===== src/design/plotter_settings.svh =====
`ifndef PLOTTER_SETTINGS_SVH
`define PLOTTER_SETTINGS_SVH

// unsigned plot coordinate, 0 to 1023.
`define POS_BITS 10

// signed operation argument.
`define ARG_BITS 12

// step pulse high time, low time is the same.
`define PULSE_CYCLES 2

`endif


===== src/design/plotter_pkg.sv =====
`include "plotter_settings.svh"

package plotter_pkg;

	typedef enum logic [1:0] {
		OP_G00 = 2'd0, // rapid, pen up.
		OP_G01 = 2'd1, // linear, pen down.
		OP_G90 = 2'd2, // absolute mode.
		OP_G91 = 2'd3  // relative mode.
	} op_cmd_t;

	typedef logic [`POS_BITS-1:0] pos_t;

	typedef logic signed [`ARG_BITS-1:0] arg_t;

	// one bit wider than pos_t to hold a full signed span.
	typedef logic signed [`POS_BITS:0] delta_t;

endpackage


===== src/design/gcode_decoder.sv =====
`timescale 1ns/1ps
`include "plotter_settings.svh"

module gcode_decoder import plotter_pkg::*; (
	input logic out_x,
	input logic rst,
	input logic op_valid,
	output logic op_ready,
	input op_cmd_t op_cmd,
	input arg_t op_arg_1,
	input arg_t op_arg_2,
	output logic mv_valid,
	input logic mv_ready,
	output delta_t mv_dx,
	output delta_t mv_dy,
	output logic mv_pen
);

	localparam int SUM_BITS = `ARG_BITS + 1;
	localparam pos_t POS_MAX = '1;

	logic abs_mode;
	pos_t pos_x;
	pos_t pos_y;
	pos_t tgt_x;
	pos_t tgt_y;
	logic op_take;

	// target for one axis, clamped to the plot area.
	function automatic pos_t resolve(input logic abs_sel, input pos_t cur, input arg_t arg);
		logic signed [SUM_BITS-1:0] sum;
		if (abs_sel)
			sum = SUM_BITS'(arg);
		else
			sum = $signed({{(SUM_BITS-`POS_BITS){1'b0}}, cur}) + SUM_BITS'(arg);
		if (sum < 0)
			return '0;
		else if (sum > $signed(SUM_BITS'(POS_MAX)))
			return POS_MAX;
		else
			return sum[`POS_BITS-1:0];
	endfunction

	assign op_ready = ~mv_valid; // one move buffered at most.
	assign op_take = op_valid && op_ready;
	assign tgt_x = resolve(abs_mode, pos_x, op_arg_1);
	assign tgt_y = resolve(abs_mode, pos_y, op_arg_2);

	always_ff @(posedge out_x) begin
		if (rst) begin
			abs_mode <= 1'b1;
			pos_x <= '0;
			pos_y <= '0;
			mv_valid <= 1'b0;
		end else begin
			if (mv_valid && mv_ready)
				mv_valid <= 1'b0;
			if (op_take) begin
				case (op_cmd)
				OP_G90: abs_mode <= 1'b1;
				OP_G91: abs_mode <= 1'b0;
				default: begin
					if (tgt_x != pos_x || tgt_y != pos_y) begin // zero moves dropped.
						mv_valid <= 1'b1;
						pos_x <= tgt_x;
						pos_y <= tgt_y;
					end
				end
				endcase
			end
		end
	end

	always_ff @(posedge out_x) begin
		if (op_take) begin
			mv_dx <= $signed({1'b0, tgt_x}) - $signed({1'b0, pos_x});
			mv_dy <= $signed({1'b0, tgt_y}) - $signed({1'b0, pos_y});
			mv_pen <= (op_cmd == OP_G01);
		end
	end

endmodule


===== src/design/line_interpolator.sv =====
`timescale 1ns/1ps
`include "plotter_settings.svh"

module line_interpolator import plotter_pkg::*; (
	input logic out_x,
	input logic rst,
	input logic mv_valid,
	output logic mv_ready,
	input delta_t mv_dx,
	input delta_t mv_dy,
	input logic mv_pen,
	output logic ev_valid,
	input logic ev_ready,
	output logic ev_step_x,
	output logic ev_step_y,
	output logic ev_dir_x,
	output logic ev_dir_y,
	output logic ev_pen
);

	typedef enum logic {
		ST_IDLE,
		ST_RUN
	} interp_state_t;

	interp_state_t state;
	pos_t in_adx;
	pos_t in_ady;
	pos_t in_major;
	pos_t in_minor;
	pos_t major;
	pos_t minor;
	pos_t remain;
	logic [`POS_BITS:0] err;
	logic [`POS_BITS:0] err_sum;
	logic [`POS_BITS:0] err_next;
	logic x_major;
	logic minor_step;
	logic mv_take;
	logic ev_take;

	function automatic pos_t abs_delta(input delta_t d);
		delta_t neg;
		neg = -d;
		return d[`POS_BITS] ? neg[`POS_BITS-1:0] : d[`POS_BITS-1:0];
	endfunction

	assign in_adx = abs_delta(mv_dx);
	assign in_ady = abs_delta(mv_dy);
	assign in_major = (in_adx >= in_ady) ? in_adx : in_ady;
	assign in_minor = (in_adx >= in_ady) ? in_ady : in_adx;

	assign mv_ready = (state == ST_IDLE);
	assign mv_take = mv_valid && mv_ready;
	assign ev_valid = (state == ST_RUN);
	assign ev_take = ev_valid && ev_ready;

	// bresenham error step, err stays below major.
	assign err_sum = err + {1'b0, minor};
	assign minor_step = (err_sum >= {1'b0, major});
	assign err_next = minor_step ? err_sum - {1'b0, major} : err_sum;

	assign ev_step_x = x_major | minor_step;
	assign ev_step_y = ~x_major | minor_step;

	always_ff @(posedge out_x) begin
		if (rst) begin
			state <= ST_IDLE;
		end else begin
			case (state)
			ST_IDLE: begin
				if (mv_take && in_major != '0)
					state <= ST_RUN;
			end
			ST_RUN: begin
				if (ev_take && remain == pos_t'(1)) // last event out.
					state <= ST_IDLE;
			end
			default: state <= ST_IDLE;
			endcase
		end
	end

	always_ff @(posedge out_x) begin
		if (mv_take) begin
			x_major <= (in_adx >= in_ady); // ties go to x.
			major <= in_major;
			minor <= in_minor;
			remain <= in_major;
			err <= {1'b0, in_major >> 1}; // centred start.
			ev_dir_x <= ~mv_dx[`POS_BITS];
			ev_dir_y <= ~mv_dy[`POS_BITS];
			ev_pen <= mv_pen;
		end else if (ev_take) begin
			remain <= remain - 1'b1;
			err <= err_next;
		end
	end

endmodule


===== src/design/step_pulse_gen.sv =====
`timescale 1ns/1ps
`include "plotter_settings.svh"

module step_pulse_gen (
	input logic out_x,
	input logic rst,
	input logic ev_valid,
	output logic ev_ready,
	input logic ev_step_x,
	input logic ev_step_y,
	input logic ev_dir_x,
	input logic ev_dir_y,
	input logic ev_pen,
	output logic pulse_x,
	output logic dir_x,
	output logic pulse_y,
	output logic dir_y,
	output logic pen_down
);

	localparam int PH_BITS = $clog2(`PULSE_CYCLES + 1);

	typedef enum logic [1:0] {
		ST_IDLE,
		ST_HIGH,
		ST_LOW
	} pulse_state_t;

	pulse_state_t state;
	logic [PH_BITS-1:0] phase;
	logic phase_end;

	assign ev_ready = (state == ST_IDLE);
	assign phase_end = (phase == PH_BITS'(`PULSE_CYCLES - 1));

	always_ff @(posedge out_x) begin
		if (rst) begin
			state <= ST_IDLE;
			phase <= '0;
			pulse_x <= 1'b0;
			pulse_y <= 1'b0;
			dir_x <= 1'b0;
			dir_y <= 1'b0;
			pen_down <= 1'b0;
		end else begin
			case (state)
			ST_IDLE: begin
				if (ev_valid) begin
					dir_x <= ev_dir_x; // held until next event.
					dir_y <= ev_dir_y;
					pen_down <= ev_pen;
					pulse_x <= ev_step_x;
					pulse_y <= ev_step_y;
					phase <= '0;
					state <= ST_HIGH;
				end
			end
			ST_HIGH: begin
				if (phase_end) begin
					pulse_x <= 1'b0;
					pulse_y <= 1'b0;
					phase <= '0;
					state <= ST_LOW;
				end else begin
					phase <= phase + 1'b1;
				end
			end
			ST_LOW: begin
				if (phase_end)
					state <= ST_IDLE; // low time done.
				else
					phase <= phase + 1'b1;
			end
			default: state <= ST_IDLE;
			endcase
		end
	end

endmodule


===== src/design/plotter_top.sv =====
`timescale 1ns/1ps

module plotter_top import plotter_pkg::*; (
	input logic out_x,
	input logic rst,
	input logic op_valid,
	output logic op_ready,
	input op_cmd_t op_cmd,
	input arg_t op_arg_1,
	input arg_t op_arg_2,
	output logic pulse_x,
	output logic dir_x,
	output logic pulse_y,
	output logic dir_y,
	output logic pen_down
);

	// decoder to interpolator.
	logic mv_valid;
	logic mv_ready;
	delta_t mv_dx;
	delta_t mv_dy;
	logic mv_pen;

	// interpolator to pulse generator.
	logic ev_valid;
	logic ev_ready;
	logic ev_step_x;
	logic ev_step_y;
	logic ev_dir_x;
	logic ev_dir_y;
	logic ev_pen;

	gcode_decoder u_decoder (
		.out_x(out_x),
		.rst(rst),
		.op_valid(op_valid),
		.op_ready(op_ready),
		.op_cmd(op_cmd),
		.op_arg_1(op_arg_1),
		.op_arg_2(op_arg_2),
		.mv_valid(mv_valid),
		.mv_ready(mv_ready),
		.mv_dx(mv_dx),
		.mv_dy(mv_dy),
		.mv_pen(mv_pen)
	);

	line_interpolator u_interp (
		.out_x(out_x),
		.rst(rst),
		.mv_valid(mv_valid),
		.mv_ready(mv_ready),
		.mv_dx(mv_dx),
		.mv_dy(mv_dy),
		.mv_pen(mv_pen),
		.ev_valid(ev_valid),
		.ev_ready(ev_ready),
		.ev_step_x(ev_step_x),
		.ev_step_y(ev_step_y),
		.ev_dir_x(ev_dir_x),
		.ev_dir_y(ev_dir_y),
		.ev_pen(ev_pen)
	);

	step_pulse_gen u_pulse (
		.out_x(out_x),
		.rst(rst),
		.ev_valid(ev_valid),
		.ev_ready(ev_ready),
		.ev_step_x(ev_step_x),
		.ev_step_y(ev_step_y),
		.ev_dir_x(ev_dir_x),
		.ev_dir_y(ev_dir_y),
		.ev_pen(ev_pen),
		.pulse_x(pulse_x),
		.dir_x(dir_x),
		.pulse_y(pulse_y),
		.dir_y(dir_y),
		.pen_down(pen_down)
	);

endmodule


===== config.mk =====
export PLATFORM = sky130hd
export DESIGN_NAME = plotter_top
export DESIGN_NICKNAME = d
export VERILOG_FILES = /design/src/design/plotter_pkg.sv /design/src/design/gcode_decoder.sv /design/src/design/line_interpolator.sv /design/src/design/step_pulse_gen.sv /design/src/design/plotter_top.sv
export VERILOG_INCLUDE_DIRS = /design/src /design/src/design
export SDC_FILE = /design/constraint.sdc
export NUM_CORES = 1
export LEC_CHECK = 0
export BUFFER_PORTS_ARGS = -buffer_cell sky130_fd_sc_hd__buf_2
export CORE_MARGIN = 8
export CORE_UTILIZATION = 46
export CTS_BUF_LIST = sky130_fd_sc_hd__clkbuf_4 sky130_fd_sc_hd__clkbuf_8
export CTS_CLUSTER_DIAMETER = 200
export CTS_CLUSTER_SIZE = 10
export DETAILED_ROUTE_END_ITERATION = 6
export GPL_TIMING_DRIVEN = 0
export PLACE_DENSITY = 0.65
export SLEW_MARGIN = 20
export SYNTH_ARGS = -nofsm -noshare
export SYNTH_HDL_FRONTEND = slang
export SYNTH_HIERARCHICAL = 1
export SYNTH_SLANG_ARGS = --single-unit

===== constraint.sdc =====
create_clock -name out_x -period 4.5 [get_ports out_x]
set_clock_uncertainty 0.05 [all_clocks]
set_input_delay 0.225 -clock out_x [delete_from_list [all_inputs] [get_ports out_x]]
set_output_delay 0.225 -clock out_x [all_outputs]
set_load 0.01 [all_outputs]

# After elaboration in Yosys (flattened, before gate mapping)
# Index checks and enable logic that the tools add are counted.
# op_classes
n_addsub,10
mul,0
div,0
order_cmp,6
eq_ne,13
shift,0
mux,36
bitwise_logic,8
n_reduce_logical,19
# op_table
op,n
2-to-1 mux 10 bit,10
adder 11 x 12 -> 13 bit,2
> comparator 13 x 11 -> 1 bit (second input constant),2
< comparator 13 x 1 -> 1 bit (second input constant),2
2-to-1 mux 13 bit,2
subtractor 10 x 10 -> 11 bit,2
inequality test 10 bit,2
negation 10 bit,2
2-to-1 mux 9 bit,2
2-to-1 mux 2 bit,6
one-hot mux 2 bit (3 select lines),2
AND reduction 3 bit,4
adder 11 x 10 -> 11 bit,1
greater-or-equal comparator 11 x 10 -> 1 bit,1
2-to-1 mux 11 bit,1
subtractor 11 x 10 -> 11 bit,1
equality test 10 x 1 -> 1 bit (second input constant),1
greater-or-equal comparator 10 bit,1
nonzero test 10 bit,1
subtractor 10 x 1 -> 10 bit (second input constant),1
2-to-1 mux 1 bit,9
one-hot mux 1 bit (2 select lines),4
equality test 2 x 1 -> 1 bit (second input constant),3
equality test 2 bit (second input constant),3
other kinds (12),27
# word_totals
regBits,100
latchBits,0
ramBits,0
mem_bits_ro,0
inputBits,29
output_inout_bits,6
elab_cells,116
memories,0

# Depth between registers and ports, before layout
# Gate-level depths: netlist of run 1.
# depth
ltp_word,10
depth_mapped,20
mapped_depth_nobuf,20

# Modules after synthesis
# Netlist of run 1, hierarchy kept.
# by_module_without_submodules
module,n_inst,cells_each,area_each_um2,seq_area_each_um2
line_interpolator,1,428,4075.2,1351.3
gcode_decoder,1,444,3724.8,1131.1
step_pulse_gen,1,63,565.5,180.2

# Worst setup path before layout of run 1
# No wires, ideal clock.
# synth_path
path_kind,reg2reg
startpoint,register u_decoder.pos_x[0]
endpoint,register u_decoder.mv_dx[9] (data pin)
setup_ns,0.135
arrival_time_ns,3.862
required_ns,4.315
path_slack_ns,0.453
stages_incl_launch_ff,19
n_path_buf,0
synth_period_minus_slack_ns,4.047
cell_sequence,dfxtp_1 > ha_1 > inv_1 > fa_1 > nor2b_4 > o31a_1 > o31a_1 > and3b_1 > nor3_4 > nor2_1 > nor2_1 > ha_1 > nor2b_1 > o21ai_0 > a21boi_0 > o21ai_0 > a21oi_1 > or4b_2 > nand3_1
# synth_via
elab_chain_len,6
elab_cells_between_ends,7
classes_between,2 x add/sub; 2 x order compare; 3 x mux
# synth_lines
element,line_no,source
from (decl),gcode_decoder.sv:23,pos_t pos_x;
from (signal assigned),gcode_decoder.sv:65,pos_x <= tgt_x;
adder 11 x 12 -> 13 bit (*),gcode_decoder.sv:35,"sum = $signed({{(SUM_BITS-`POS_BITS){1'b0}}, cur}) + SUM_BITS'(arg);"
2-to-1 mux 13 bit (*),gcode_decoder.sv:32,if (abs_sel)
> comparator 13 x 11 -> 1 bit,gcode_decoder.sv:38,else if (sum > $signed(SUM_BITS'(POS_MAX)))
2-to-1 mux 10 bit,gcode_decoder.sv:38,
2-to-1 mux 10 bit (*),gcode_decoder.sv:36,if (sum < 0)
named net u_decoder.tgt_x[1],gcode_decoder.sv:25,pos_t tgt_x;
subtractor 10 x 10 -> 11 bit (*),gcode_decoder.sv:76,"mv_dx <= $signed({1'b0, tgt_x}) - $signed({1'b0, pos_x});"
to (signal assigned),gcode_decoder.sv:76,
to (decl),gcode_decoder.sv:14,"output delta_t mv_dx,"
# The timed path passes the listed nets; every way through them passes the cells marked *.
# A chain may end at the register's enable or synchronous reset.

# Final worst setup path of run 1
# Ends and elaborated chain as after synthesis.

==> results.yml, run 1 <==
cts:
  clkTransAtPathRegs_ns: 0.11
  cts_buffer_depth: 2
  clock_latency_ns: 0.38
  clock-root-buffer: "clkbuf_8"
  tritoncts: "built"
  ctsHoldBuffers: 0
  cts_buffers: 9
  clock-sinks: 100
  htreeDepth: 3
logic_synthesis:
  synth_area_leaders: "edfxtp_1 (24%), ha_1 (12%), dfxtp_1 (8.1%), inv_1 (4.1%), xnor2_1 (3.6%)"
  ys_ff_latch: 100
  yosys_warnings: 6
  syn_inst: 935
  synthArstFlopShare: 0
  syn_avg_cell_area_um2: 8.95
  yosysUniqueCellTypes: 87
  yosysTopAreaCellShare: 0.237
  synth_flop_cell: "edfxtp_1"
  synth_area_leader_cell: "edfxtp_1"
  ys_seq_area_frac: 0.318
  synth.cell_area_um2: 8370
  synth_edf_count: 66
  syn_nets: 1051
detailed_routing:
  finalWirelength_um: 19500
  via_per_inst: 5.60
  drtIter0Drc: 390
  detail_route.wl_per_cell_um: 15.9
  dr.pass1.iters: 5
  via_count: 6872
  drc_errors: 0
  drtAntennaViolNets: 0
sta:
  fin_crit_sh: 0.965
  fin_setup_tns_ns: 0
  drv_slew: 0
  maxClockFrequency_ghz: 0.230
  period_minus_slack_ns: 4.34
  maxSlewHeadroom: 0.372
  setup_viol_count_final: 0
  worst_slew_pin_slew_ns: 0.940
  hold_viol: 0
min_path:
  min_path_cells: 2
  hold_end: "u_decoder/mv_pen$_DFFE_PP_"
  hp-start: "op_cmd[1]"
  min_path_type: "input pin to flop"
critical_path:
  reg2regPathDepth: 17
  r2r_start: "u_decoder/pos_x[0]$_SDFFE_PP0P_"
  start_kind: "flop"
  crit_path_max_incr_delay_ns: 0.64
  rrSetupSlack_ns: 0.16
  r2r_end: "u_decoder/mv_dx[9]$_DFFE_PP_"
  crit_fanout: 5
  critPathMostFrequentCell: "o31a_1"
  cp_data_arrival_time_ns: 4.55
  cp-end-kind: "flop"
  crit_slowest_cell: "or4b_2"
  critPathKind: "flop to flop"
  crit_chain: "ha_2, inv_1, fa_2, nor2b_4, o31a_1, o31a_1, and3b_2, nor3_4, buf_6, a211oi_1, nor2_1, ha_1, or2_2, a21oi_1, a21oi_2, or4b_2, nand3_1"
  critPathRequiredTime_ns: 4.71
floorplan:
  die_y_um: 151
  die_w_um: 151
  row_count: 49
  core-area_um2: 17900
  ios: 35
  initial_core_util: 0.467
  die-area_um2: 22800
outcome:
  status: "finished, final reports clean"
flow_run:
  drv_cap: 0
grt:
  grt_overflow: 0
  grt_pass1_wl_um: 32000
  grt_max_degree: 27
  grt_pass1_vias: 6657
  grt-busiest-layer: "met2"
  gr-usage-met2: 0.310
  antenna_found_initial: 0
  use_met3: 0.0245
  grt.total_usage: 0.175
  met1_usage: 0.209
final_layout:
  syn_to_final_growth_pct: 11.2
  nNetsFinal: 1109
  diodes: 0
  final_util: 0.520
  fill_cells: 1719
  final_layout_size_suffix_gt1_frac: 0.142
place:
  place_hpwl_um: 15400
  place.gp.congestion: 0.936
  port_buffers: 34
power_and_ir_drop:
  combPwrFrac: 0.598
  power_mw: 4.93
  ir_worst_vdd_mv: 0.496
  p_int_mw: 2.81
  powerDensity_nw_per_um2: 530
  p_sw_frac: 0.431
  p_switching_mw: 2.13
  pwr-share-clk: 0.134
  leakage_nw: 3.83
  seqPwrFrac: 0.268
-- flip-flops by register name, summed over array words and instances (netlist names), 2 cells and up --
signal           count
u_interp/minor      10
u_decoder/mv_dx     11
u_pulse/phase        2
u_interp/major      10
u_decoder/pos_y     10
u_decoder/mv_dy     11
u_decoder/pos_x     10
u_interp/err        11
u_pulse/state        2
u_interp/remain     10
-- kinds of logic (layout without fill, tap and decap cells) --
| kind of cell | Yosys count | count (layout) | share of synthesized area |
|---|---|---|---|
| buffers and inverters | 116 | 179 | 0.0570 |
| AND/OR/NAND/NOR | 292 | 292 | 0.184 |
| flip-flops | 100 | 100 | 0.318 |
| adder cells (fa/ha/maj) | 87 | 87 | 0.136 |
| multiplexers | 30 | 30 | 0.0375 |
| XOR/XNOR | 59 | 59 | 0.0627 |
| AO/OA/AOI/OAI | 251 | 251 | 0.206 |
-- cell usage after synthesis, drive strengths merged (12+ instances only) --
master	number
inv	92
ha	81
nor2	74
nand2	72
edfxtp	66
a21oi	59
o21ai	52
xnor2	35
dfxtp	34
a211oi	31
nor3	24
xor2	24
nor2b	20
mux2i	19
nand3	18
a21o	13
buf	12
clkbuf	12
o211ai	12
-- critical path, delay by kind of cell (launching register included) --
family	cells	cell delay [ns]
and+or+nand+nor	7	1.88
AOI/OAI and AO/OA	5	1.01
adders and majority gates	3	0.70
DFF	1	0.35
buffers and inverters	2	0.23
-- placed cells by master, fill, tap and decap left out, types with 10 or more instances in the layout --
cell,Yosys,final
edfxtp_1,66,66
a31oi_1,11,11
nor2_1,73,70
a211oi_1,28,26
o21ai_0,36,32
a21oi_1,58,54
ha_1,81,79
nand2_1,72,72
mux2i_1,19,18
nand2b_1,10,10
nor2b_1,18,17
inv_1,91,91
mux2_2,11,11
nand4_1,10,10
xor2_1,24,24
o211ai_1,12,12
xnor2_1,34,34
nand3_1,18,18
o21ai_1,16,19
a21o_1,11,11
buf_2,6,41
nor3_1,21,21
dfxtp_1,34,32
-- worst max path at each step --
stage	start	end	slack, ns	cells past startpoint
3_3_place_gp	u_decoder/pos_y[0]$_SDFFE_PP0P_	u_decoder/mv_dy[9]$_DFFE_PP_	-0.16	18
5_1_grt	u_decoder/pos_x[0]$_SDFFE_PP0P_	u_decoder/mv_dx[9]$_DFFE_PP_	-0.04	18
4_1_cts	u_decoder/pos_y[0]$_SDFFE_PP0P_	u_decoder/mv_dy[9]$_DFFE_PP_	0.0003	18
2_1_floorplan	u_decoder/pos_x[0]$_SDFFE_PP0P_	u_decoder/mv_dx[9]$_DFFE_PP_	0.45	18
6_report	u_decoder/pos_x[0]$_SDFFE_PP0P_	u_decoder/mv_dx[9]$_DFFE_PP_	0.16	17
3_5_place_dp	u_decoder/pos_y[0]$_SDFFE_PP0P_	u_decoder/mv_dy[9]$_DFFE_PP_	-0.17	18
-- power groups by stage --
stage	clock, mW	combinational (mW)	sequential [mW]
after floorplan	0	2.24	1.32
after global placement	0	2.86	1.34
after detailed placement	0	2.88	1.34
after CTS	0.682	2.92	1.32
after global routing	0.716	3.26	1.34
final	0.661	2.95	1.32
-- stage by stage --
step	cell area [µm²]	hold WS, ns	worst slack [ns]	instances
finish	9310	0.0779	0.157	1227
detailed placement	8870	0.369	-0.171	1200
floorplan	8370	0.248	0.453	935
global placement	8820	0.354	-0.160	1198
global route	9310	0.0638	-0.0407	1227
CTS	9170	0.0571	0.000263	1223
-- layout make-up --
| type | count | area, µm² | share of cell area |
|---|---|---|---|
| plain buffers | 24 | 135 | 0.0145 |
| inverters | 92 | 345 | 0.0371 |
| repair buffers | 47 | 315 | 0.0339 |
| well taps | 229 | 287 | 0.0308 |
| clock buffers | 9 | 124 | 0.0133 |
| flip-flops and latches | 100 | 2670 | 0.286 |
| clock inverters | 7 | 105 | 0.0113 |
| multi-input cells | 719 | 5330 | 0.573 |
-- layer usage --
layer,vias to the layer above,share of wire
li1,3547,-
met1,3169,0.45
met2,128,0.49
met3,28,0.035
met4,0,0.027
met5,-,0
-- timing repair --
item | 4_1_cts | 5_1_grt
pin swaps | 2 | 11
gates resized for setup | 7 | 30
endpoints found under the setup margin | 13 | 27
gates cloned | 0 | 0
setup buffers | 7 | 4
Power figures use the tool's default switching activity.
==> inputs of run 2 (changes only) <==
GPL_TIMING_DRIVEN = unset   (was 0)
SYNTH_HIERARCHICAL = unset   (was 1)
==> run 2 against run 1 <==
Worst setup slack worse by 0.0021 ns. Sequential share of layout area grew 1.5 points. Flip-flop and latch count is the same. Combinational power is 15% lower. Largest power group unchanged. Register-to-register slack about the same. Critical path depth did not move.
==> results.yml, run 2 <==
detailed_routing:
  drc_errors: 0
  detail_route.wl_per_cell_um: 15.1
  drtAntennaViolNets: 0
  via_count: 6412
  drtIter0Drc: 346
  dr.pass1.iters: 5
  finalWirelength_um: 17600
  via_per_inst: 5.48
logic_synthesis:
  synth_flop_cell: "edfxtp_1"
  syn_inst: 893
  synthTopCellsByCount: "inv_1 (80), ha_1 (79), a21oi_1 (74)"
  yosysUniqueCellTypes: 76
  ys_seq_area_frac: 0.333
  synth_edf_count: 66
  synth_area_leaders: "edfxtp_1 (25%), ha_1 (12%), dfxtp_1 (8.5%), a21oi_1 (4.6%), o21ai_0 (3.8%)"
  synth.cell_area_um2: 8000
  yosysTopAreaCellShare: 0.248
  ys_ff_latch: 100
  syn_avg_cell_area_um2: 8.95
  syn_nets: 1007
  synth_area_leader_cell: "edfxtp_1"
  synth.most_common_cell: "inv_1"
  synthArstFlopShare: 0
  yosys_warnings: 0
outcome:
  status: "finished, final reports clean"
sta:
  period_minus_slack_ns: 4.35
  maxSlewHeadroom: 0.395
  setup_viol_count_final: 0
  drv_slew: 0
  fin_crit_sh: 0.966
  worst_slew_pin_slew_ns: 0.906
  maxClockFrequency_ghz: 0.230
  fin_setup_tns_ns: 0
  hold_viol: 0
grt:
  grt_max_degree: 34
  grt_pass1_vias: 6095
  antenna_found_initial: 0
  grt.total_usage: 0.161
  grt_pass1_wl_um: 29000
  grt_overflow: 0
critical_path:
  cp_data_arrival_time_ns: 4.43
  cp-end-kind: "flop"
  rrSetupSlack_ns: 0.15
  critPathKind: "flop to flop"
  crit_path_max_incr_delay_ns: 0.51
  crit_slowest_cell: "or4_1"
  crit_fanout: 5
  crit_chain: "ha_2, inv_1, fa_2, nor2b_2, o31a_1, o31ai_4, mux2_4, nor4b_4, buf_4, o311a_1, nor2_1, ha_1, a21boi_2, o21ai_2, a21oi_2, nor4b_1, or4_1"
  r2r_start: "u_decoder.pos_x[0]$_SDFFE_PP0P_"
  critical_path.endpoint: "u_decoder.mv_dx[9]$_DFFE_PP_"
  reg2regPathDepth: 17
  start_kind: "flop"
  r2r_end: "u_decoder.mv_dx[9]$_DFFE_PP_"
  critPathRequiredTime_ns: 4.58
  setup.worst_path.start: "u_decoder.pos_x[0]$_SDFFE_PP0P_"
place:
  dpl.cell_count: 1151
  place.gp.congestion: 0.857
  place_hpwl_um: 13900
  port_buffers: 34
  placed_area_um2: 8520
final_layout:
  syn_to_final_growth_pct: 10.6
  final_common_cell: "inv_1"
  nNetsFinal: 1055
  final_util: 0.515
  final_layout_size_suffix_gt1_frac: 0.126
  stdcell_area_um2: 8840
  reg_top3: "u_decoder.mv_dx (11), u_decoder.mv_dy (11), u_interp.err (11)"
  instances_no_fill: 1171
  final_cell_mix: "inv_1 (80), ha_1 (76), a21oi_1 (72)"
  diodes: 0
cts:
  clkTransAtPathRegs_ns: 0.10
  cts_buffer_depth: 2
  tritoncts: "built"
  clock-root-buffer: "clkbuf_8"
  cts_buffers: 9
  clock_latency_ns: 0.38
  clock-sinks: 100
  htreeDepth: 3
floorplan:
  ios: 35
  die_w_um: 148
  core-area_um2: 17200
  die_y_um: 148
  initial_core_util: 0.466
  row_count: 48
  die-area_um2: 21900
power_and_ir_drop:
  powerDensity_nw_per_um2: 504
  leakage_nw: 3.73
  ir_worst_vdd_mv: 0.387
flow_run:
  drv_cap: 0
min_path:
  min_path_type: "input pin to flop"
==> run 2: cell count changes after synthesis, moves of 9 or more <==
cell	previous run	this run
a21oi_1	58	74
o21ai_1	16	3
a211oi_1	28	11
o21ai_0	36	61
inv_1	91	80
a21o_1	11	20
clkbuf_1	12	21
mux2_2	11	2
==> run 2: cell families (layout without fill, tap and decap cells) <==
group	after synthesis	count (layout)	synth area share
mux	28	28	0.0360
fa+ha+maj	85	85	0.139
compound gates	268	268	0.222
buf+inv	107	160	0.0532
flops	100	100	0.333
simple gates	246	246	0.152
xor+xnor	59	59	0.0646
==> run 2: repair_timing <==
item / in CTS / in global routing
pin swaps: 1 / 10
resized for setup: 1 / 26
hold buffers: 0 / 0
setup buffers: 1 / 3
endpoints found under the setup margin: 1 / 17
==> run 2: worst min path at each step <==
stage                                       from                         endpoint  slack, ns  depth (start not counted)
global placement    u_pulse.pulse_y$_SDFFE_PP0P_     u_pulse.pulse_y$_SDFFE_PP0P_       0.38                          2
detailed placement  u_pulse.pulse_y$_SDFFE_PP0P_     u_pulse.pulse_y$_SDFFE_PP0P_       0.39                          2
CTS                                    op_cmd[0]  u_decoder.abs_mode$_SDFFE_PP1P_      0.006                          2
floorplan                                    rst     u_pulse.pulse_x$_SDFFE_PP0P_       0.28                          1
finish                                 op_cmd[0]  u_decoder.abs_mode$_SDFFE_PP1P_       0.03                          2
global route                           op_cmd[0]  u_decoder.abs_mode$_SDFFE_PP1P_       0.02                          2
==> run 2: where the power goes <==
| part | switching [mW] | internal (mW) | total, mW |
|---|---|---|---|
| Clock | 0.318 | 0.302 | 0.620 |
| Sequential | 0.0957 | 1.24 | 1.34 |
| Combinational | 1.42 | 1.08 | 2.50 |
==> run 2: final cells by class <==
cell class / instances / area, µm²
Tap cell: 225 / 282
Inverter: 81 / 304
Multi-Input combinational cell: 686 / 4990
Timing Repair Buffer: 63 / 392
Sequential cell: 100 / 2670
Clock inverter: 3 / 43.8
Fill cell: 1648 / 8330
Clock buffer: 13 / 166
==> run 2: worst max-delay path, delay by kind of cell (launching register included) <==
| family | cells | cell delay [ns] |
|---|---|---|
| flops | 1 | 0.34 |
| buf+inv | 2 | 0.28 |
| compound gates | 6 | 1.24 |
| fa+ha+maj | 3 | 0.74 |
| simple gates | 5 | 1.10 |
| mux | 1 | 0.34 |
==> run 2: through the flow <==
stage / worst slack, ns / hold WS [ns] / total power, mW
after floorplan: 0.215 / 0.277 / 3.33
after global placement: 0.0681 / 0.383 / 3.78
after detailed placement: -0.0754 / 0.387 / 3.82
after CTS: 0.00810 / 0.00611 / 4.45
after global routing: -0.0382 / 0.0210 / 4.81
final: 0.155 / 0.0308 / 4.45
==> run 2: metal layers <==
metal | GRT usage | up-vias | share of wire
met3 | 0.0232 | 21 | 0.020
met4 | 0.0561 | 0 | 0.021
met1 | 0.204 | 2959 | 0.47
met5 | 0 | - | 0
li1 | - | 3349 | -
met2 | 0.275 | 83 | 0.49
